===== src/rtl/icache_pkg.sv =====
package icache_pkg;

    // address split: tag | index | byte offset
    localparam int ADDR_W   = 32;
    localparam int INDEX_W  = 6;
    localparam int OFFSET_W = 2;
    localparam int TAG_W    = ADDR_W - INDEX_W - OFFSET_W;

    // saturation point of the per-way age counters
    localparam int AGE_MAX  = 7;

    typedef logic [ADDR_W-1:0]  addr_t;
    typedef logic [31:0]        word_t;
    typedef logic [TAG_W-1:0]   tag_t;
    typedef logic [INDEX_W-1:0] index_t;
    typedef logic [2:0]         age_t;

    // controller FSM
    typedef enum logic [1:0] {
        IDLE,
        LOOKUP,
        REFILL,
        FLUSH
    } ctrl_state_t;

endpackage


===== src/rtl/icache_way_select.sv =====
`timescale 1ns/1ns

module icache_way_select #(
    parameter int NUM_WAYS = 2
) (
    input  logic                                   clk,
    input  logic                                   rst,
    input  icache_pkg::index_t                     i_index,
    input  logic [NUM_WAYS-1:0]                    i_way_hit,
    input  logic [NUM_WAYS-1:0]                    i_way_valid,
    input  icache_pkg::word_t [NUM_WAYS-1:0]       i_way_data,
    input  logic                                   i_touch,
    input  logic [NUM_WAYS-1:0]                    i_touch_way,
    input  logic                                   i_flush,
    output logic                                   o_hit,
    output logic [NUM_WAYS-1:0]                    o_hit_way,
    output icache_pkg::word_t                      o_hit_data,
    output logic [NUM_WAYS-1:0]                    o_victim_way
);

    localparam int SETS = 2 ** icache_pkg::INDEX_W;

    // age per way per set
    icache_pkg::age_t [NUM_WAYS-1:0] age_q [SETS];
    icache_pkg::age_t [NUM_WAYS-1:0] cur_age;

    logic                found_invalid;
    logic [NUM_WAYS-1:0] invalid_way;
    logic [NUM_WAYS-1:0] oldest_way;
    icache_pkg::age_t    oldest_age;

    // at most one way can match a given tag
    assign o_hit     = |i_way_hit;
    assign o_hit_way = i_way_hit;

    always_comb begin
        o_hit_data = '0;
        for (int w = 0; w < NUM_WAYS; w++) begin
            if (i_way_hit[w]) begin
                o_hit_data = o_hit_data | i_way_data[w];
            end
        end
    end

    always_ff @(posedge clk or negedge rst) begin
        if (!rst) begin
            for (int s = 0; s < SETS; s++) begin
                age_q[s] <= '0;
            end
        end else if (i_flush) begin
            for (int s = 0; s < SETS; s++) begin
                age_q[s] <= '0;
            end
        end else if (i_touch) begin
            for (int w = 0; w < NUM_WAYS; w++) begin
                if (i_touch_way[w]) begin
                    age_q[i_index][w] <= '0;
                end else if (age_q[i_index][w] != icache_pkg::age_t'(icache_pkg::AGE_MAX)) begin
                    age_q[i_index][w] <= age_q[i_index][w] + 1'b1;
                end
            end
        end
    end

    assign cur_age = age_q[i_index];

    // victim: first empty way, else the oldest, lowest number on ties
    always_comb begin
        found_invalid = 1'b0;
        invalid_way   = '0;
        for (int w = 0; w < NUM_WAYS; w++) begin
            if (!i_way_valid[w] && !found_invalid) begin
                invalid_way[w] = 1'b1;
                found_invalid  = 1'b1;
            end
        end

        oldest_way    = '0;
        oldest_way[0] = 1'b1;
        oldest_age    = cur_age[0];
        for (int w = 1; w < NUM_WAYS; w++) begin
            if (cur_age[w] > oldest_age) begin
                oldest_way    = '0;
                oldest_way[w] = 1'b1;
                oldest_age    = cur_age[w];
            end
        end

        o_victim_way = found_invalid ? invalid_way : oldest_way;
    end

endmodule


===== config.mk =====
export PLATFORM = sky130hd
export DESIGN_NAME = icache_way_select
export DESIGN_NICKNAME = d
export VERILOG_FILES = /design/src/rtl/icache_pkg.sv /design/src/rtl/icache_way_select.sv
export SDC_FILE = /design/constraint.sdc
export NUM_CORES = 1
export LEC_CHECK = 0
export CAP_MARGIN = 20
export CORE_UTILIZATION = 35
export DETAILED_ROUTE_END_ITERATION = 7
export DONT_BUFFER_PORTS = 1
export SETUP_SLACK_MARGIN = 0.5
export SYNTH_ARGS = -nofsm -noshare
export SYNTH_HDL_FRONTEND = slang
export SYNTH_SLANG_ARGS = --single-unit

===== constraint.sdc =====
create_clock -name clk -period 6.4 [get_ports clk]
set_input_delay 1.6 -clock clk [delete_from_list [all_inputs] [get_ports clk]]
set_output_delay 1.6 -clock clk [all_outputs]
set_load 0.02 [all_outputs]

==> results of run 1 <==
==> report_power, final <==
group / internal, mW / switching [mW]
clock: 1.54 / 1.02
combinational: 0.107 / 0.247
sequential: 2.43 / 0.00312
total: 4.08 / 1.27
==> stage by stage <==
stage | util | total power, mW | std cells | worst slack, ns
finish | 0.395 | 5.35 | 2634 | 0.497
global route | 0.395 | 5.47 | 2634 | 0.512
CTS | 0.394 | 5.36 | 2633 | 0.527
detailed placement | 0.366 | 2.82 | 2552 | 0.420
global placement | 0.366 | 2.82 | 2552 | 0.460
floorplan | - | 2.77 | 1968 | 0.654
==> critical path: cells and delay by family <==
| family | cells | cell delay (ns) |
|---|---|---|
| AO/OA/AOI/OAI | 5 | 1.06 |
| adder cells (fa/ha/maj) | 1 | 0.29 |
| multiplexers | 1 | 0.52 |
| AND/OR/NAND/NOR | 2 | 0.31 |
| buffers and inverters | 2 | 0.40 |
==> per-layer routing <==
metal | track usage | vias to the layer above | part of all wire
li1 | - | 6979 | -
met1 | 0.314 | 8162 | 0.41
met2 | 0.377 | 868 | 0.46
met3 | 0.0456 | 169 | 0.081
met4 | 0.109 | 0 | 0.044
met5 | 0 | - | 0
==> path summary, 6_finish.rpt <==
path	from	endpoint	depth (start not counted)
worst min-delay path	age_q[203]	age_q[203]	2
worst min register to register	age_q[203]	age_q[203]	2
worst max register to register	age_q[351]	age_q[16]	13
worst max-delay path	i_index[0]	o_victim_way[1]	11
min in group asynchronous	rst	age_q[239]	0
max in group asynchronous	rst	age_q[163]	0
==> what timing repair did <==
item | CTS | global route
pin swaps | 1 | 2
hold buffers | 0 | 0
endpoints found under the setup margin | 2 | 2
resized for setup | 2 | 8
setup buffers | 6 | 0
endpoints found under the hold margin | 0 | 0
==> cell usage after synthesis, drive strengths merged, types with 11 or more instances <==
master	n	area share
buf	84	0.028
mux4	29	0.034
a21oi	64	0.017
mux2	21	0.012
nor2	40	0.0081
a22o	37	0.017
o21ai	327	0.091
nand3	19	0.0050
nand2	470	0.092
clkbuf	80	0.016
a22oi	52	0.020
a221oi	11	0.0054
o31ai	65	0.033
mux2i	76	0.040
dfrtp	384	0.50
a31oi	87	0.029
==> final cells by class <==
class                      instances  area (µm²)  area share
inverter                           8        33.8     0.00159
tap                              696         871      0.0409
clock inverter                     8         118     0.00552
timing repair buffer              59         551      0.0259
multi-input combinational       1412        8780       0.412
sequential                       384        9610       0.451
clock buffer                      67        1330      0.0624
==> logic make-up after synthesis <==
logic type | Yosys count
buffers and inverters | 172
DFF | 384
adders and majority gates | 7
muxes | 126
AOI/OAI and AO/OA | 677
and+or+nand+nor | 602
==> results.toml, run 1 <==
[global_route]
gr-total-overflow = 0
grt_use_total = 0.238
grt_pass1_wl_um = 101000
grt_max_degree = 385
grt_pass1_vias = 15835
antenna_found_initial = 0

[synthesis]
syn_nets = 2055
synth_cell_types = 69
ys_seq_elements = 384
synth_compound_area_frac = 0.227
syn_inst = 1968
yosys.area_share.simple = 0.135
synth_enable_flop_cells = 0
ys_warn_count = 0
synthArstFlopShare = 1.00
muxShareOfSynthArea = 0.0861
yosys.area_share.adder = 0.00457
synth.avg_cell_area_um2 = 9.74
synth_top_family_by_area = "compound AO/OA/AOI/OAI gates"
synth_xor_xnor_area_share = 0
ys_seq_area_frac = 0.501
synth_area_mm2 = 0.0192
synth_ff_type = "dfrtp_1"

[route]
drtIter0Drc = 1959
drc = 0
vias = 16178
dr.pass1.iters = 6
viasPerCell = 6.14
drtAntennaViolNets = 0
routed_wirelength_um = 67000
wl_per_cell_um = 25.4

[finish]
diodes = 0
fin_nets = 1995
drive_gt1_frac = 0.137
registers.top_by_ff_count = "age_q"
stdcell_area_mm2 = 0.0213
final_cell_mix = "nand2_1 (467), dfrtp_1 (384), o21ai_0 (252)"
largest_reg_flops = 384
top_regs = "age_q x384"
layout_commonest_cell = "nand2_1"
area_delta_synth_final_pct = 11.1
fill_cells = 5230

[run_status]
status = "completed"

[setup_path]
slowest_stage = "mux4_2"
max_stage_delay_ns = 0.52
cp-start-kind = "primary input"
crit_required_ns = 4.80
critPathKind = "primary input to primary output"
cp.arrival_ns = 4.30
crit_chain = "clkinvlp_4 > mux4_2 > a21oi_1 > a211oi_2 > and3_1 > ha_1 > nor2b_1 > o21ai_0 > a32oi_2 > o21a_1 > buf_4"
critical_path.max_fanout = 124
r2r_setup_slack_ns = 2.42
cp-end-kind = "primary output"

[sta]
fin_crit_sh = 0.922
clock.fmax_mhz = 169
relSlewSlack = 0.425
fin_skew_ns = 0.0177
finalSetupViolCount = 0
final.setup.tns_ns = 0
timing.hold.ws_ns = 0.476
worst_pin_slew_ns = 0.863
rsz0062_at_grt = "false"
min_period_ns = 5.90
slew_violations = 0
hold_violations = 0

[power_and_ir_drop]
ir_worst_vdd_mv = 0.162
powerDensity_mw_per_mm2 = 251
p_leak_nw = 8.88

[placed_design]
hpwl_um = 43700
placed_area_mm2 = 0.0197
place.gp.congestion = 0.949
portBuffers = 0

[cts]
cts_tree = "built"
cts-root-buf = "clkbuf_16"
cts_buffers = 43
path_clk_slew_ns = 0.06
insertion_delay_ns = 0.58
cts_max_path_buffers = 3
cts.sinks = 384
htreeDepth = 2

[floorplan]
start_util = 0.356
dieArea_mm2 = 0.0557
core_mm2 = 0.0539
io_pins = 117
rows = 85
die_h_um = 236
die_x_um = 236

[job]
cap_violations = 0

[hold_path]
hp-class = "flop to flop"
(Power assumes the default switching activity.)
==> run 2, diff against run 1 <==
--- a/config.mk
+++ b/config.mk
@@ -5,10 +5,10 @@
 export SDC_FILE = /design/constraint.sdc
 export NUM_CORES = 1
 export LEC_CHECK = 0
+export BUFFER_PORTS_ARGS = -buffer_cell sky130_fd_sc_hd__buf_2
 export CAP_MARGIN = 20
 export CORE_UTILIZATION = 35
 export DETAILED_ROUTE_END_ITERATION = 7
-export DONT_BUFFER_PORTS = 1
 export SETUP_SLACK_MARGIN = 0.5
 export SYNTH_ARGS = -nofsm -noshare
 export SYNTH_HDL_FRONTEND = slang
==> constraint.sdc (replaced) <==
create_clock -name clk -period 4.8 [get_ports clk]
set_input_delay 1.2 -clock clk [delete_from_list [all_inputs] [get_ports clk]]
set_output_delay 1.2 -clock clk [all_outputs]
set_load 0.02 [all_outputs]
==> run 2 against run 1 <==
Effect of this change:
- the run now ends with setup timing left
- final area is 10% higher
- critical path type unchanged
- wire length rose by 5.3%
- worst setup slack worse by 0.84 ns
- non-clock buffer count is 257 higher
- clock power is 31% higher
- largest cell class unchanged
- register-to-register slack lost 1.3 ns
- count of clock-buffer cells in the layout down 2
- critical path depth increased by 5
- highest routed layer unchanged
- die area is the same
==> results.toml, run 2 (synthesis gave the netlist of run 1 again) <==
[cts]
cts_max_path_buffers = 3
path_clk_slew_ns = 0.06
insertion_delay_ns = 0.60
cts.sinks = 384
cts_buffers = 44
cts_hold_buffers = 0
htreeDepth = 2
cts-root-buf = "clkbuf_16"
cts_tree = "built"

[setup_path]
rr_worst_depth = 14
r2r_setup_slack_ns = 1.17
crit_start = "i_index[0]"
r2r-start = "age_q[165]"
reg2reg_to = "age_q[226]"
critical_path.max_fanout = 15
critPathKind = "primary input to primary output"
cp.arrival_ns = 3.94
cp-end-kind = "primary output"
cp-start-kind = "primary input"
crit_required_ns = 3.60

[hold_path]
hold_depth = 2
hold-path-endpoint = "age_q[159]"
hp-start = "age_q[159]"
hp-class = "flop to flop"

[global_route]
grt_max_degree = 110
gr-total-overflow = 0
antenna_found_initial = 0
grt_pass1_wl_um = 107000
grt_pass1_vias = 17029
grt_use_total = 0.251

[sta]
min_period_ns = 5.14
rsz0062_at_grt = "true"
worst_slack_ns = -0.339
hold_violations = 0
clock.fmax_mhz = 195
finalSetupViolCount = 2
fin_crit_sh = 1.07
fin_skew_ns = 0.0393
worst_pin_slew_ns = 0.852
slew_violations = 0
relSlewSlack = 0.432

[finish]
area_delta_synth_final_pct = 22.5
fin_nets = 2253
top_regs = "age_q x384"
largest_reg_flops = 384
fill_cells = 5093
diodes = 0
multi_input_area_mm2 = 0.00900
registers.top_by_ff_count = "age_q"
seq_area_mm2 = 0.00961
final_cells = 2894
final_cell_mix = "nand2_1 (466), dfrtp_1 (384), o21ai_0 (250)"
layout_commonest_cell = "nand2_1"
stdcell_area_mm2 = 0.0235
drive_gt1_frac = 0.252

[power_and_ir_drop]
powerDensity_mw_per_mm2 = 317
p_sw_mw = 1.93
p_comb_frac = 0.111
p_seq_frac = 0.437
power.share.switching = 0.260
p_leak_nw = 10.2
ir_worst_vdd_mv = 0.262
clkPwrFrac = 0.452
p_int_mw = 5.50

[route]
dr.pass1.iters = 5
routed_wirelength_um = 70600
vias = 17222
viasPerCell = 5.95
wl_per_cell_um = 24.4
drtAntennaViolNets = 0
drc = 0
drtIter0Drc = 1935

[placed_design]
placed_area_mm2 = 0.0216
dp_cells = 2807
place.gp.congestion = 0.950
portBuffers = 116
hpwl_um = 49000

[floorplan]
io_pins = 117
start_util = 0.356
die_h_um = 236
die_x_um = 236
core_mm2 = 0.0539
rows = 85
dieArea_mm2 = 0.0557

[job]
cap_violations = 0

[run_status]
status = "finished with violations"
failed_checks = "setup timing"
==> run 2: changes by cell type in the layout (fill, tap and decap cells not counted), sizes merged <==
cell      delta
clkbuf       -1
clkinv       +4
buf        +256
clkinvlp     -1
inv          +2
==> run 2: power groups by stage <==
stage / Clock, mW / Combinational, mW / Sequential (mW)
after floorplan: 0 / 0.390 / 3.31
after global placement: 0 / 0.760 / 3.31
after detailed placement: 0 / 0.766 / 3.31
after CTS: 3.40 / 0.798 / 3.25
after global routing: 3.52 / 0.869 / 3.25
final: 3.36 / 0.827 / 3.25
==> run 2: worst max-delay path by stage <==
stage                           end  slack (ns)  cells after the start
floorplan           o_victim_way[0]        0.04                     14
global placement    o_victim_way[0]       -0.70                     16
detailed placement  o_victim_way[0]       -0.76                     13
CTS                 o_victim_way[0]       -0.37                     16
global route        o_victim_way[0]       -0.37                     16
finish              o_victim_way[0]       -0.34                     16
==> run 2: layer usage <==
layer	track usage	up-vias	routed length, µm
li1	-	7496	-
met1	0.340	8558	28700
met2	0.395	976	32300
met3	0.0406	192	6260
met4	0.117	0	3340
met5	0	-	0
==> run 2: cell type report <==
class | count | area share
clock buffer | 65 | 0.0536
clock inverter | 13 | 0.00671
inverter | 8 | 0.00138
multi-input combinational | 1412 | 0.383
sequential | 384 | 0.409
tap | 696 | 0.0371
timing repair buffer | 316 | 0.109
==> run 2: worst max-delay path: stages <==
cell	delay (ns)
buf_16	0.14
buf_4	0.17
buf_4	0.20
nor2b_1	0.20
a31oi_1	0.22
a41oi_2	0.16
nor3_1	0.20
nand4_1	0.24
ha_4	0.36
nor2b_4	0.14
o21ai_2	0.07
a32oi_4	0.21
buf_6	0.13
o21a_4	0.13
inv_2	0.03
buf_6	0.12
==> run 2: repair_timing <==
action / in CTS / in global routing
buffers inserted: 2 / 5
gates cloned: 1 / 1
pin swaps: 13 / 15
gates resized for setup: 47 / 36
setup endpoints to repair: 139 / 183
endpoints found under the hold margin: 0 / 0
==> run 2: per-stage QoR <==
stage          worst slack (ns)  power, mW  hold slack, ns  utilization  setup TNS (ns)
2_1_floorplan            0.0374       3.70           0.441            -               0
3_3_place_gp             -0.697       4.07           0.456        0.400          -25.15
3_5_place_dp             -0.758       4.07           0.464        0.400          -29.86
4_1_cts                  -0.373       7.45           0.477        0.432          -0.724
5_1_grt                  -0.372       7.63           0.496        0.436          -0.712
6_report                 -0.339       7.44           0.475        0.436          -0.646
==> run 3, diff against run 2 <==
--- a/config.mk
+++ b/config.mk
@@ -10,6 +10,7 @@
 export CORE_UTILIZATION = 35
 export DETAILED_ROUTE_END_ITERATION = 7
 export SETUP_SLACK_MARGIN = 0.5
+export SKIP_CTS_REPAIR_TIMING = 1
 export SYNTH_ARGS = -nofsm -noshare
 export SYNTH_HDL_FRONTEND = slang
 export SYNTH_SLANG_ARGS = --single-unit
==> run 3 against run 2 <==
Effect of this change:
- largest power group unchanged
- die area did not move
- the run still ends with setup timing left
- worst setup slack got worse by 0.081 ns
- critical endpoint unchanged
- clock power barely moved
- sequential cell count did not move
==> results.toml, run 3 (synthesis gave the netlist of run 1 again) <==
[run_status]
status = "finished with violations"
failed_checks = "setup timing"

[floorplan]
core_mm2 = 0.0539
die_x_um = 236
dieArea_mm2 = 0.0557
rows = 85
start_util = 0.356
die_h_um = 236
io_pins = 117

[cts]
cts_tree = "built"
cts.sinks = 384
cts-root-buf = "clkbuf_16"
htreeDepth = 2
cts_buffers = 44
insertion_delay_ns = 0.60
path_clk_slew_ns = 0.06
cts_max_path_buffers = 3

[setup_path]
crit_required_ns = 3.60
cp_num_buf_inv = 5
critPathKind = "primary input to primary output"
cp.arrival_ns = 4.02
slowest_stage = "mux2_2"
rr_worst_depth = 14
crit_top_cell = "buf_4"
max_stage_delay_ns = 0.36
cp-end-kind = "primary output"
critical_path.max_fanout = 16
critical-path-top-delay-family = "compound AO/OA/AOI/OAI gates"
cp-start-kind = "primary input"
crit_chain = "buf_8 > mux2_2 > a221oi_2 > o211ai_1 > a211oi_2 > buf_4 > nand4_1 > ha_4 > nor2b_1 > o21ai_1 > a32oi_2 > buf_4 > o21a_4 > inv_2 > buf_6"
cp_num_cells = 15

[route]
routed_wirelength_um = 70100
viasPerCell = 5.94
drtAntennaViolNets = 0
drtIter0Drc = 1983
drc = 0
vias = 17187
dr.pass1.iters = 6
wl_per_cell_um = 24.2

[sta]
final.setup.tns_ns = -0.802
relSlewSlack = 0.409
finalSetupViolCount = 2
worst_slack_ns = -0.420
min_period_ns = 5.22
fin_crit_sh = 1.09
clock.fmax_mhz = 192
rsz0062_at_grt = "true"
hold_violations = 0
slew_violations = 0
fin_skew_ns = 0.0365
worst_pin_slew_ns = 0.884

[job]
cap_violations = 0

[hold_path]
hp-class = "flop to flop"
hold_depth = 2

[finish]
final_cells = 2892
registers.top_by_ff_count = "age_q"
area_delta_synth_final_pct = 21.9
largest_reg_flops = 384
multi_input_area_mm2 = 0.00895
top_regs = "age_q x384"
seq_area_mm2 = 0.00961
layout_commonest_cell = "nand2_1"
diodes = 0
fill_cells = 5111
fin_nets = 2251
final_cell_mix = "nand2_1 (467), dfrtp_1 (384), o21ai_0 (248)"
drive_gt1_frac = 0.248
stdcell_area_mm2 = 0.0234

[power_and_ir_drop]
ir_worst_vdd_mv = 0.260
powerDensity_mw_per_mm2 = 317
p_leak_nw = 10.2

[placed_design]
portBuffers = 116
hpwl_um = 49000
placed_area_mm2 = 0.0216
place.gp.congestion = 0.950
dp_cells = 2807

[global_route]
grt_pass1_vias = 16943
antenna_found_initial = 0
grt_pass1_wl_um = 106000
gr-total-overflow = 0
gr-usage-met1 = 0.337
grtUsageMet3 = 0.0404
grt_max_degree = 110
grt_most_used_layer = "met2"
gr-usage-met2 = 0.391
grt_use_total = 0.249
run 3: cell types whose count changed in the layout (fill, tap and decap cells not counted), moves of 3 or more:
cell     change
o21ai_1      +3
a22oi_2      -4
buf_6        -3
buf_16       -3
a22oi_1      +4
run 3: worst paths after layout:
kind / endpoint / slack [ns] / startpoint
max: o_victim_way[0] / -0.42 / i_index[2]
min: age_q[159] / 0.47 / age_q[159]
max reg2reg: age_q[226] / 1.19 / age_q[165]
min reg2reg: age_q[159] / 0.47 / age_q[159]
max in group asynchronous: age_q[34] / 2.98 / rst
min in group asynchronous: age_q[201] / 0.68 / rst
run 3: area by class of cell:
cell class,count,area share
Sequential cell,384,0.411
Clock buffer,65,0.0539
Tap cell,696,0.0373
Inverter,8,0.00128
Multi-Input combinational cell,1412,0.383
Clock inverter,13,0.00675
Timing Repair Buffer,314,0.107
run 3: power breakdown:
part / leakage [nW] / total (mW) / internal (mW) / switching [mW]
sequential: 5.37 / 3.25 / 3.24 / 0.00453
combinational: 4.11 / 0.807 / 0.272 / 0.534
clock: 0.696 / 3.36 / 1.98 / 1.39
run 3: per-layer routing:
metal	share of wire	vias to the layer above	routed length (µm)
li1	-	7506	-
met4	0.049	0	3460
met5	0	-	0
met3	0.093	192	6490
met2	0.45	962	31700
met1	0.41	8527	28500
run 3: tightest hold or removal path: cells and delay by family, from the launching register on:
| kind | cells | cell delay (ns) |
|---|---|---|
| flops | 1 | 0.34 |
| simple gates | 1 | 0.06 |
| compound gates | 1 | 0.05 |
run 3: stage by stage:
step | worst slack (ns) | hold WS (ns) | util | power, mW
after floorplan | 0.0374 | 0.441 | - | 3.70
after global placement | -0.697 | 0.456 | 0.400 | 4.07
after detailed placement | -0.758 | 0.464 | 0.400 | 4.07
after CTS | -0.779 | 0.477 | 0.426 | 7.42
after global routing | -0.498 | 0.496 | 0.433 | 7.62
final | -0.420 | 0.475 | 0.433 | 7.42
