## config.mk

```make
export PLATFORM = sky130hd
export DESIGN_NAME = icache_ctrl
export DESIGN_NICKNAME = d
export VERILOG_FILES = /design/src/rtl/icache_pkg.sv /design/src/rtl/icache_ctrl.sv
export SDC_FILE = /design/constraint.sdc
export NUM_CORES = 1
export LEC_CHECK = 0
export BUFFER_PORTS_ARGS = -buffer_cell sky130_fd_sc_hd__buf_2
export CORE_AREA = 2 2 103 105
export DETAILED_ROUTE_END_ITERATION = 10
export DIE_AREA = 0 0 105 107
export GPL_TIMING_DRIVEN = 0
export PLACE_DENSITY = 0.78
export SETUP_SLACK_MARGIN = 0.05
export SLEW_MARGIN = 20
export SYNTH_ARGS = -nofsm -noshare
export SYNTH_HDL_FRONTEND = slang
export SYNTH_SLANG_ARGS = --single-unit
```

## constraint.sdc

```tcl
create_clock -name clk -period 5.6 [get_ports clk]
set_clock_uncertainty 0.2 [all_clocks]
set_input_delay 1.12 -clock clk [delete_from_list [all_inputs] [get_ports clk]]
set_output_delay 1.12 -clock clk [all_outputs]
set_load 0.03 [all_outputs]
```

## src/rtl/icache_pkg.sv

```systemverilog
package icache_pkg;

    // address split: tag | index | byte offset
    localparam int ADDR_W   = 32;
    localparam int INDEX_W  = 6;
    localparam int OFFSET_W = 2;
    localparam int TAG_W    = ADDR_W - INDEX_W - OFFSET_W;

    // saturation point of the per-way age counters
    localparam int AGE_MAX  = 7;

    typedef logic [ADDR_W-1:0]  addr_t;
    typedef logic [31:0]        word_t;
    typedef logic [TAG_W-1:0]   tag_t;
    typedef logic [INDEX_W-1:0] index_t;
    typedef logic [2:0]         age_t;

    // controller FSM
    typedef enum logic [1:0] {
        IDLE,
        LOOKUP,
        REFILL,
        FLUSH
    } ctrl_state_t;

endpackage

```

## src/rtl/icache_ctrl.sv

```systemverilog
`timescale 1ns/1ns

module icache_ctrl #(
    parameter int NUM_WAYS = 2
) (
    input  logic                   clk,
    input  logic                   rst,

    // fetch side
    input  logic                   i_req,
    input  icache_pkg::addr_t      i_addr,
    input  logic                   i_flush,
    output logic                   o_busy,
    output logic                   o_rvalid,
    output icache_pkg::word_t      o_rdata,

    // memory side
    output logic                   o_mem_rd,
    output icache_pkg::addr_t      o_mem_addr,
    input  icache_pkg::word_t      i_mem_rdata,
    input  logic                   i_mem_ack,

    // from way select
    input  logic                   i_hit,
    input  logic [NUM_WAYS-1:0]    i_hit_way,
    input  icache_pkg::word_t      i_hit_data,
    input  logic [NUM_WAYS-1:0]    i_victim_way,

    // to the ways
    output icache_pkg::index_t     o_rd_index,
    output icache_pkg::tag_t       o_lookup_tag,
    output logic [NUM_WAYS-1:0]    o_wr_en,
    output icache_pkg::tag_t       o_wr_tag,
    output icache_pkg::word_t      o_wr_data,
    output logic                   o_flush,

    // replacement update
    output logic                   o_touch,
    output logic [NUM_WAYS-1:0]    o_touch_way
);

    icache_pkg::ctrl_state_t state_q;
    icache_pkg::ctrl_state_t state_d;

    // latched request address
    icache_pkg::addr_t  req_addr_q;
    icache_pkg::index_t req_index;
    icache_pkg::tag_t   req_tag;
    icache_pkg::index_t in_index;

    logic accept_req;
    logic hit_done;
    logic fill_done;
    logic resp_valid;

    // requests only count while idle, flush has priority
    assign accept_req = (state_q == icache_pkg::IDLE) && i_req && !i_flush;

    assign hit_done   = (state_q == icache_pkg::LOOKUP) && i_hit;
    assign fill_done  = (state_q == icache_pkg::REFILL) && i_mem_ack;
    assign resp_valid = hit_done || fill_done;

    assign req_index = req_addr_q[icache_pkg::OFFSET_W +: icache_pkg::INDEX_W];
    assign req_tag   = req_addr_q[icache_pkg::ADDR_W-1 -: icache_pkg::TAG_W];
    assign in_index  = i_addr[icache_pkg::OFFSET_W +: icache_pkg::INDEX_W];

    always_comb begin
        state_d = state_q;
        case (state_q)
            icache_pkg::IDLE: begin
                if (i_flush) begin
                    state_d = icache_pkg::FLUSH;
                end else if (i_req) begin
                    state_d = icache_pkg::LOOKUP;
                end
            end
            icache_pkg::LOOKUP: begin
                if (i_hit) begin
                    state_d = icache_pkg::IDLE;
                end else begin
                    state_d = icache_pkg::REFILL;
                end
            end
            icache_pkg::REFILL: begin
                // wait as long as memory needs
                if (i_mem_ack) begin
                    state_d = icache_pkg::IDLE;
                end
            end
            icache_pkg::FLUSH: begin
                state_d = icache_pkg::IDLE;
            end
            default: begin
                state_d = icache_pkg::IDLE;
            end
        endcase
    end

    always_ff @(posedge clk or negedge rst) begin
        if (!rst) begin
            state_q <= icache_pkg::IDLE;
        end else begin
            state_q <= state_d;
        end
    end

    always_ff @(posedge clk) begin
        if (accept_req) begin
            req_addr_q <= i_addr;
        end
    end

    // response pulse, one cycle after the hit or the ack
    always_ff @(posedge clk or negedge rst) begin
        if (!rst) begin
            o_rvalid <= 1'b0;
        end else begin
            o_rvalid <= resp_valid;
        end
    end

    always_ff @(posedge clk) begin
        if (resp_valid) begin
            o_rdata <= hit_done ? i_hit_data : i_mem_rdata;
        end
    end

    assign o_busy = (state_q != icache_pkg::IDLE);

    // memory read held for the whole refill
    assign o_mem_rd   = (state_q == icache_pkg::REFILL);
    assign o_mem_addr = {req_addr_q[icache_pkg::ADDR_W-1:icache_pkg::OFFSET_W],
                         {icache_pkg::OFFSET_W{1'b0}}};

    // index from the port while idle so the read lines up with edge N
    assign o_rd_index   = (state_q == icache_pkg::IDLE) ? in_index : req_index;
    assign o_lookup_tag = req_tag;

    // fill goes to the victim on the ack edge
    assign o_wr_en   = fill_done ? i_victim_way : '0;
    assign o_wr_tag  = req_tag;
    assign o_wr_data = i_mem_rdata;

    assign o_flush = (state_q == icache_pkg::FLUSH);

    assign o_touch     = resp_valid;
    assign o_touch_way = hit_done ? i_hit_way : i_victim_way;

endmodule

```

==> flow_summary_export.csv, run 1 <==
group,metric,value,unit
critical_path,arrival,2.75,ns
global_routing,grtUsageMet2,0.2764,
critical_path,cp_max_fo,34,
route,drtPass1Iterations,4,
clock_tree,cts_tree,"yes",
route,vias_per_cell,4.072,
job,cap_viol_max_count,0,
sta,timing.fmax,245.7,MHz
outcome,status,"completed",
layout,layout_common_cells,"264 x buf_2, 83 x buf_4, 62 x edfxtp_1",
synth,ys_types,18,
route,num_vias,2533,
route,drt-initial-drc-count,84,
clock_tree,cts_buffer_depth,2,
global_routing,grt_use_met3,0.05167,
global_routing,grt_start_max_net_pins,35,
global_routing,grt.met1_usage,0.1482,
global_routing,antenna_found_initial,0,
global_routing,grt_pass1_wl,12.62,mm
critical_path,path_class,"in2out",
floorplanning,fp.dieW,105,um
clock_tree,cts_made_buffers,9,
placement,portBuffers,260,
floorplanning,io_pins,265,
global_routing,grt_usage,0.1482,
clock_tree,hold_buffers,0,
critical_path,cp-start-kind,"input port",
sta,fin_crit_sh,0.7269,
sta,hold_viol,0,
floorplanning,die_area,11240,um^2
clock_tree,root_buffer,"clkbuf_8",
layout,register_area,1937,um^2
clock_tree,clk_pin_slew,0.07,ns
power,p_per_area,394.5,nW/um^2
clock_tree,htreeDepth,3,
layout,syn_to_final_growth,51.36,%
floorplanning,coreArea,10090,um^2
floorplanning,initial_core_util,0.3235,
critical_path,cp-end-kind,"output pin",
synth,seq_area_frac_synth,0.5933,
layout,multi_input_area,676.9,um^2
power,finalPower,1.949,mW
clock_tree,post_cts_buffers,0,
sta,setup_viol,0,
placement,place.detailed.hpwl,6.961,mm
sta,drv_slew,0,
synth,postSynthCellCount,206,
global_routing,grt_pass1_vias,2553,
power,power.leakage,2.554,nW
synth,synth_area_per_cell,15.85,um^2
global_routing,top_usage_layer,"met2",
layout,fin_nets,588,
layout,final_core_util,0.4896,
sta,rsz0062_at_grt,"no",
critical_path,critical_path_required,4.28,ns
layout,drive_above_1_share,0.8354,
power,peakVddDrop,0.1828,mV
clock_tree,clk_latency,0.33,ns
route,wire_per_inst,13.71,um
route,drt-total-wl,8.527,mm
route,ant_nets,0,
min_path,min-delay-path-class,"in2async",
sta,min_period,4.071,ns
synth,ys_ff_latch,65,
sta,relSlewSlack,0.4139,
route,drcViolationCount,0,
clock_tree,cts_resized,0,
layout,fillers,927,
placement,place_ws,1.450,ns
global_routing,grt-ovfl-total,0,
sta,worst_pin_slew,0.8792,ns
sta,setup_slack,1.529,ns
synth,synth_area,3264,um^2
synth,ys_warn_count,0,
layout,layout.cells.most_common,"buf_2",
layout,n_antenna_cell,0,
floorplanning,core.rowCount,37,
clock_tree,cts_sinks,65,
placement,gp_congestion,0.7612,
floorplanning,die_h,107,um
==> critical path: stages <==
cell and delay [ns]:
buf_2 0.12, nand3b_4 0.17, buf_6 0.21, a21bo_2 0.78, buf_2 0.33
==> through the flow <==
step / std cells / area (um^2) / TNS, ns / hold slack, ns
floorplan: 207 / 3268 / 0 / 0.3755
CTS: 622 / 4941 / 0 / 0.3412
global placement: 603 / 4740 / -19.49 / 0.4067
detailed placement: 607 / 4766 / 0 / 0.4377
global route: 622 / 4941 / 0 / 0.3323
finish: 622 / 4941 / 0 / 0.3658
==> flip-flops by register name, indices dropped and copies added (netlist names) <==
name	flops
o_rvalid	1
state_q	2
req_addr_q	30
o_rdata	32
==> path summary, 6_finish.rpt <==
kind / slack, ns / cells past startpoint / from / endpoint
hold reg to reg: 0.47 / 1 / state_q[1] / state_q[1]
max in group asynchronous: 4.73 / 1 / rst / state_q[1]
min in group clk: 0.47 / 1 / state_q[1] / state_q[1]
setup / recovery: 1.53 / 5 / i_hit / o_touch
setup reg to reg: 2.98 / 6 / state_q[0] / req_addr_q[22]
hold / removal: 0.37 / 1 / rst / o_rvalid
==> metal layers <==
layer / vias to the layer above / wire [um]
met1: 1160 / 2980
met3: 11 / 833
li1: 1197 / -
met2: 165 / 4576
met4: 0 / 137
met5: - / 0
==> final cells by class <==
cell class	count	area share
Buffer	86	0.1329
Clock buffer	10	0.02583
Clock inverter	5	0.009623
Inverter	1	0.0007597
Multi-Input combinational cell	55	0.1370
Sequential cell	65	0.3920
Tap cell	136	0.03444
Timing Repair Buffer	264	0.2674
==> logic make-up after synthesis <==
group                  share of synthesized area
buffers and inverters                     0.2024
DFF                                       0.5933
muxes                                     0.1713
and+or+nand+nor                          0.02223
AOI/OAI and AO/OA                       0.009582
other                                   0.001149
==> cell usage after synthesis <==
master,count,share of area
nor4b_1,1,0.0027
o21ai_0,1,0.0015
a21bo_2,1,0.0031
nor2b_1,3,0.0057
o21a_1,1,0.0023
nand3b_4,1,0.0061
and2_1,1,0.0019
inv_1,1,0.0011
buf_4,83,0.19
mux2_4,29,0.13
edfxtp_1,62,0.57
buf_6,3,0.010
dfrtp_1,3,0.023
conb_1,1,0.0011
mux2_2,11,0.038
nor2_2,1,0.0019
and3_1,2,0.0038
o31a_1,1,0.0027
==> power breakdown <==
part / leakage (nW) / switching (mW) / internal, mW / total (mW)
combinational: 1.85 / 0.564 / 0.304 / 0.868
clock: 0.0910 / 0.171 / 0.199 / 0.370
sequential: 0.611 / 0.0390 / 0.672 / 0.711
total: 2.55 / 0.774 / 1.18 / 1.95
Note: power is estimated with default switching activity, not from simulation.
==> inputs of run 2 (changes only) <==
Settings changed: PLACE_DENSITY 0.78 to 0.8.
Clock period 5.6 ns to 3.52 ns, I/O delays scaled along.
==> run 2 against run 1 <==
- via count down 0.32%
- non-clock buffer count down 1
- routed wire length down 2.1%
- worst setup slack worse by 1.3 ns
- first-iteration DRC count down 11%
- sequential share of layout area down 0.22 points
- die area unchanged
- combinational power up 59%
- global-route usage down 0.52 points
- sequential cell count unchanged
- final area up 0.56%
- clock power up 65%
- critical endpoint unchanged
- largest power group unchanged
==> flow_summary_export.csv, run 2 (synthesized netlist as in run 1, its figures left out) <==
group,metric,value,unit
outcome,status,"completed",
clock_tree,root_buffer,"clkbuf_8",
job,cap_viol_max_count,0,
critical_path,rr_worst_depth,3,
sta,worst_pin_slew,0.8204,ns
sta,drv_slew,0,
critical_path,arrival,2.36,ns
power,finalPower,3.128,mW
layout,drive_above_1_share,0.8333,
global_routing,grt-ovfl-total,0,
critical_path,cp_max_fo,34,
layout,syn_to_final_growth,52.20,%
layout,final_core_util,0.4923,
sta,setup_viol,0,
placement,place.detailed.hpwl,6.871,mm
sta,min_period,3.266,ns
floorplanning,fp.dieW,105,um
clock_tree,cts_buffer_depth,2,
power,peakVddDrop,0.2642,mV
sta,fin_crit_sh,0.9279,
floorplanning,initial_core_util,0.3235,
route,vias_per_cell,4.059,
layout,n_antenna_cell,0,
route,drt-total-wl,8.348,mm
power,p_switching,1.229,mW
layout,stdcell_count,622,
global_routing,grt_pass1_wl,12.34,mm
clock_tree,cts_sinks,65,
critical_path,cp-start-kind,"register",
floorplanning,die_area,11240,um^2
route,wire_per_inst,13.42,um
critical_path,regToRegEndpoint,"o_rdata[7]",
power,pwr-share-clk,0.196,
power,p_per_area,629.6,nW/um^2
critical_path,critical_path_required,2.62,ns
floorplanning,coreArea,10090,um^2
power,p_int,1.899,mW
sta,hold_viol,0,
route,drtPass1Iterations,4,
sta,setup_slack,0.2537,ns
sta,worst_hold_slack,0.3446,ns
global_routing,grt_pass1_vias,2495,
layout,fillers,924,
clock_tree,clk_pin_slew,0.08,ns
global_routing,antenna_found_initial,0,
layout,largest_register_ffs,32,
clock_tree,cts_tree,"yes",
route,drcViolationCount,0,
placement,dp.cells,605,
critical_path,cp-end-kind,"output pin",
floorplanning,io_pins,265,
floorplanning,die_h,107,um
layout,register_area,1937,um^2
clock_tree,clk_latency,0.33,ns
clock_tree,htreeDepth,3,
critical_path,endpoint,"o_touch",
placement,gp_congestion,0.8049,
power,seqPwrFrac,0.363,
global_routing,grt_usage,0.1430,
route,ant_nets,0,
layout,layout_common_cells,"260 x buf_2, 85 x buf_4, 62 x edfxtp_1",
layout,fin_nets,587,
placement,portBuffers,260,
sta,rsz0062_at_grt,"no",
power,power.leakage,2.560,nW
clock_tree,post_cts_buffers,0,
route,drt-initial-drc-count,75,
power,switching_share,0.3930,
layout,layout.cells.most_common,"buf_2",
sta,timing.fmax,306.2,MHz
critical_path,startpoint,"state_q[1]",
clock_tree,hold_buffers,1,
global_routing,grt_start_max_net_pins,35,
floorplanning,core.rowCount,37,
layout,top_regs,"o_rdata: 32 flops, req_addr_q: 30 flops, state_q: 2 flops",
min_path,min-delay-path-class,"in2reg",
layout,multi_input_area,685.7,um^2
critical_path,path_class,"reg2out",
clock_tree,cts_made_buffers,9,
critical_path,reg2reg_from,"state_q[1]",
sta,relSlewSlack,0.4531,
placement,place_ws,0.2997,ns
critical_path,reg2reg_setup_slack,1.23,ns
layout,regMostFlops,"o_rdata",
clock_tree,cts_resized,0,
power,comb_power_share,0.442,
route,num_vias,2525,
[run 2: worst min path at each step]
| stage | start | end | slack (ns) | depth (start not counted) |
|---|---|---|---|---|
| global placement | rst | o_rvalid | 0.30 | 1 |
| CTS | i_addr[9] | req_addr_q[9] | 0.31 | 1 |
| finish | i_addr[9] | req_addr_q[9] | 0.34 | 1 |
| detailed placement | rst | o_rvalid | 0.31 | 1 |
| floorplan | rst | o_rvalid | 0.21 | 0 |
| global route | i_addr[16] | req_addr_q[16] | 0.31 | 1 |
[run 2: final cells by class]
cell class	instances	area share
buffer	86	0.1322
clock buffer	12	0.02921
multi-input combinational	55	0.1380
timing repair buffer	263	0.2669
tap	136	0.03425
clock inverter	4	0.008814
sequential	65	0.3898
inverter	1	0.0007555
[run 2: layer usage]
layer / part of all wire / routed length [um] / vias up / global-route usage
met5: 0 / 0 / - / 0
met4: 0.014 / 121 / 0 / 0.05810
met3: 0.11 / 877 / 8 / 0.05897
met2: 0.51 / 4256 / 170 / 0.2537
met1: 0.37 / 3092 / 1151 / 0.1502
li1: - / - / 1196 / -
[run 2: through the flow]
stage                     setup TNS (ns)  instance area (um^2)
after CTS                              0                  4969
after global routing                   0                  4969
after floorplan                        0                  3274
final                                  0                  4969
after detailed placement               0                  4770
after global placement            -6.383                  4746
[run 2: power by group through the flow]
stage                     Clock [mW]  Combinational, mW  Sequential, mW
after detailed placement           0               1.39            1.15
after floorplan                    0              0.705            1.44
after CTS                      0.637               1.40            1.14
final                          0.612               1.38            1.14
after global routing           0.668               1.45            1.15
after global placement             0               1.37            1.15
[run 2: worst max-delay path, cell delays in order, from the launching register on]
cell and delay [ns]:
dfrtp_1 0.47, nand3b_4 0.28, buf_6 0.21, a21bo_2 0.74, buf_2 0.33
==> inputs of run 3 (changes only) <==
Settings changed: BUFFER_PORTS_ARGS -buffer_cell sky130_fd_sc_hd__buf_2 to default, DONT_BUFFER_PORTS from default to 1, PLACE_DENSITY 0.8 to 0.57.
==> run 3 against run 2 <==
- maximum frequency down 1.1%
- sequential cell count is the same
- routed wire length is 10% lower
- critical path type unchanged
- largest power group is now registers
- core utilization decreased by 13 points
==> flow_summary_export.csv, run 3 (synthesized netlist as in run 1, its figures left out) <==
group,metric,value,unit
layout,postLayoutCellArea,3705,um^2
layout,syn_to_final_growth,13.49,%
critical_path,cp-end-kind,"output pin",
route,num_vias,1599,
placement,place.detailed.hpwl,6.045,mm
sta,worst_pin_slew,1.004,ns
layout,drive_above_1_share,0.6549,
global_routing,antenna_found_initial,0,
layout,regMostFlops,"o_rdata",
critical_path,cp_max_fo,34,
clock_tree,clk_pin_slew,0.08,ns
layout,top_regs,"o_rdata: 32 flops, req_addr_q: 30 flops, state_q: 2 flops",
outcome,status,"completed",
clock_tree,cts_buffer_depth,2,
power,finalPower,2.942,mW
power,peakVddDrop,0.2416,mV
clock_tree,root_buffer,"clkbuf_8",
floorplanning,initial_core_util,0.3235,
layout,largest_register_ffs,32,
clock_tree,clk_latency,0.34,ns
clock_tree,cts_tree,"yes",
global_routing,grt_start_max_net_pins,35,
clock_tree,cts_made_buffers,9,
global_routing,grt_pass1_wl,9.611,mm
sta,setup_viol,0,
critical_path,path_class,"reg2out",
floorplanning,core.rowCount,37,
layout,fin_nets,327,
power,power.leakage,1.544,nW
min_path,min-delay-path-class,"in2reg",
job,cap_viol_max_count,0,
critical_path,arrival,2.40,ns
route,drt-initial-drc-count,37,
critical_path,cp-start-kind,"register",
clock_tree,cts_sinks,65,
sta,drv_slew,0,
layout,layout_common_cells,"83 x buf_4, 62 x edfxtp_1, 29 x mux2_4",
global_routing,grt_pass1_vias,1603,
sta,hold_viol,0,
critical_path,critical_path_required,2.62,ns
floorplanning,fp.dieW,105,um
placement,dpl-instance-area,3476,um^2
global_routing,grt-ovfl-total,0,
route,ant_nets,0,
floorplanning,die_h,107,um
floorplanning,die_area,11240,um^2
layout,layout.cells.most_common,"buf_4",
placement,portBuffers,0,
sta,worst_hold_slack,0.2564,ns
floorplanning,io_pins,265,
power,p_per_area,794.1,nW/um^2
global_routing,grt_usage,0.1208,
route,drcViolationCount,0,
layout,fillers,950,
route,drtPass1Iterations,3,
floorplanning,coreArea,10090,um^2
route,drt-total-wl,7.487,mm
sta,fin_crit_sh,0.9382,
sta,relSlewSlack,0.3309,
sta,timing.fmax,302.8,MHz
sta,rsz0062_at_grt,"no",
layout,n_antenna_cell,0,
sta,min_period,3.302,ns
clock_tree,htreeDepth,3,
route,vias_per_cell,4.417,
route,wire_per_inst,20.68,um
placement,gp_congestion,0.7576,
==> run 3: critical path, stage by stage (launching register included) <==
cell and delay (ns):
dfrtp_1 0.49, nor2b_1 0.64, a21bo_2 0.92
==> run 3: stage by stage <==
| stage | setup TNS, ns | utilization | setup WS (ns) | cells |
|---|---|---|---|---|
| floorplan | 0 | - | 0.4635 | 207 |
| global placement | -4.407 | 0.3413 | -0.1496 | 343 |
| detailed placement | 0 | 0.3444 | 0.5485 | 345 |
| CTS | 0 | 0.3671 | 0.1529 | 362 |
| global route | 0 | 0.3671 | 0.07050 | 362 |
| finish | 0 | 0.3671 | 0.2175 | 362 |
==> run 3: path summary, 6_finish.rpt <==
path / startpoint / endpoint / slack [ns] / cells after the start
hold reg to reg: state_q[1] / state_q[1] / 0.50 / 1
setup / recovery: state_q[1] / o_touch / 0.22 / 2
min in group asynchronous: rst / state_q[0] / 0.41 / 1
hold / removal: i_addr[18] / req_addr_q[18] / 0.26 / 0
setup reg to reg: state_q[1] / o_rdata[6] / 0.87 / 2
max in group asynchronous: rst / state_q[1] / 2.56 / 1
==> run 3: per-layer routing <==
layer | wire (um) | vias up | global-route usage
met4 | 119 | 0 | 0.05524
met3 | 1311 | 8 | 0.09909
met2 | 3831 | 167 | 0.2092
met1 | 2224 | 750 | 0.09741
li1 | - | 674 | -
met5 | 0 | - | 0
==> run 3: cell type report <==
cell class	count	area (um^2)	area share
buffer	86	656.9	0.1773
clock buffer	9	123.9	0.03343
clock inverter	7	95.09	0.02567
inverter	1	3.754	0.001013
multi-input combinational	55	685.7	0.1851
sequential	65	1937	0.5228
tap	136	170.2	0.04593
timing repair buffer	3	32.53	0.008781
==> run 3: what timing repair did <==
item                                   CTS  global route
setup buffers                            0             0
endpoints found under the hold margin    3             0
resized for setup                        0             0
hold buffers                             1             0
==> run 3: power breakdown <==
group | total, mW | internal (mW) | switching, mW
Clock | 0.696 | 0.398 | 0.298
Sequential | 1.46 | 1.08 | 0.373
Combinational | 0.791 | 0.284 | 0.507
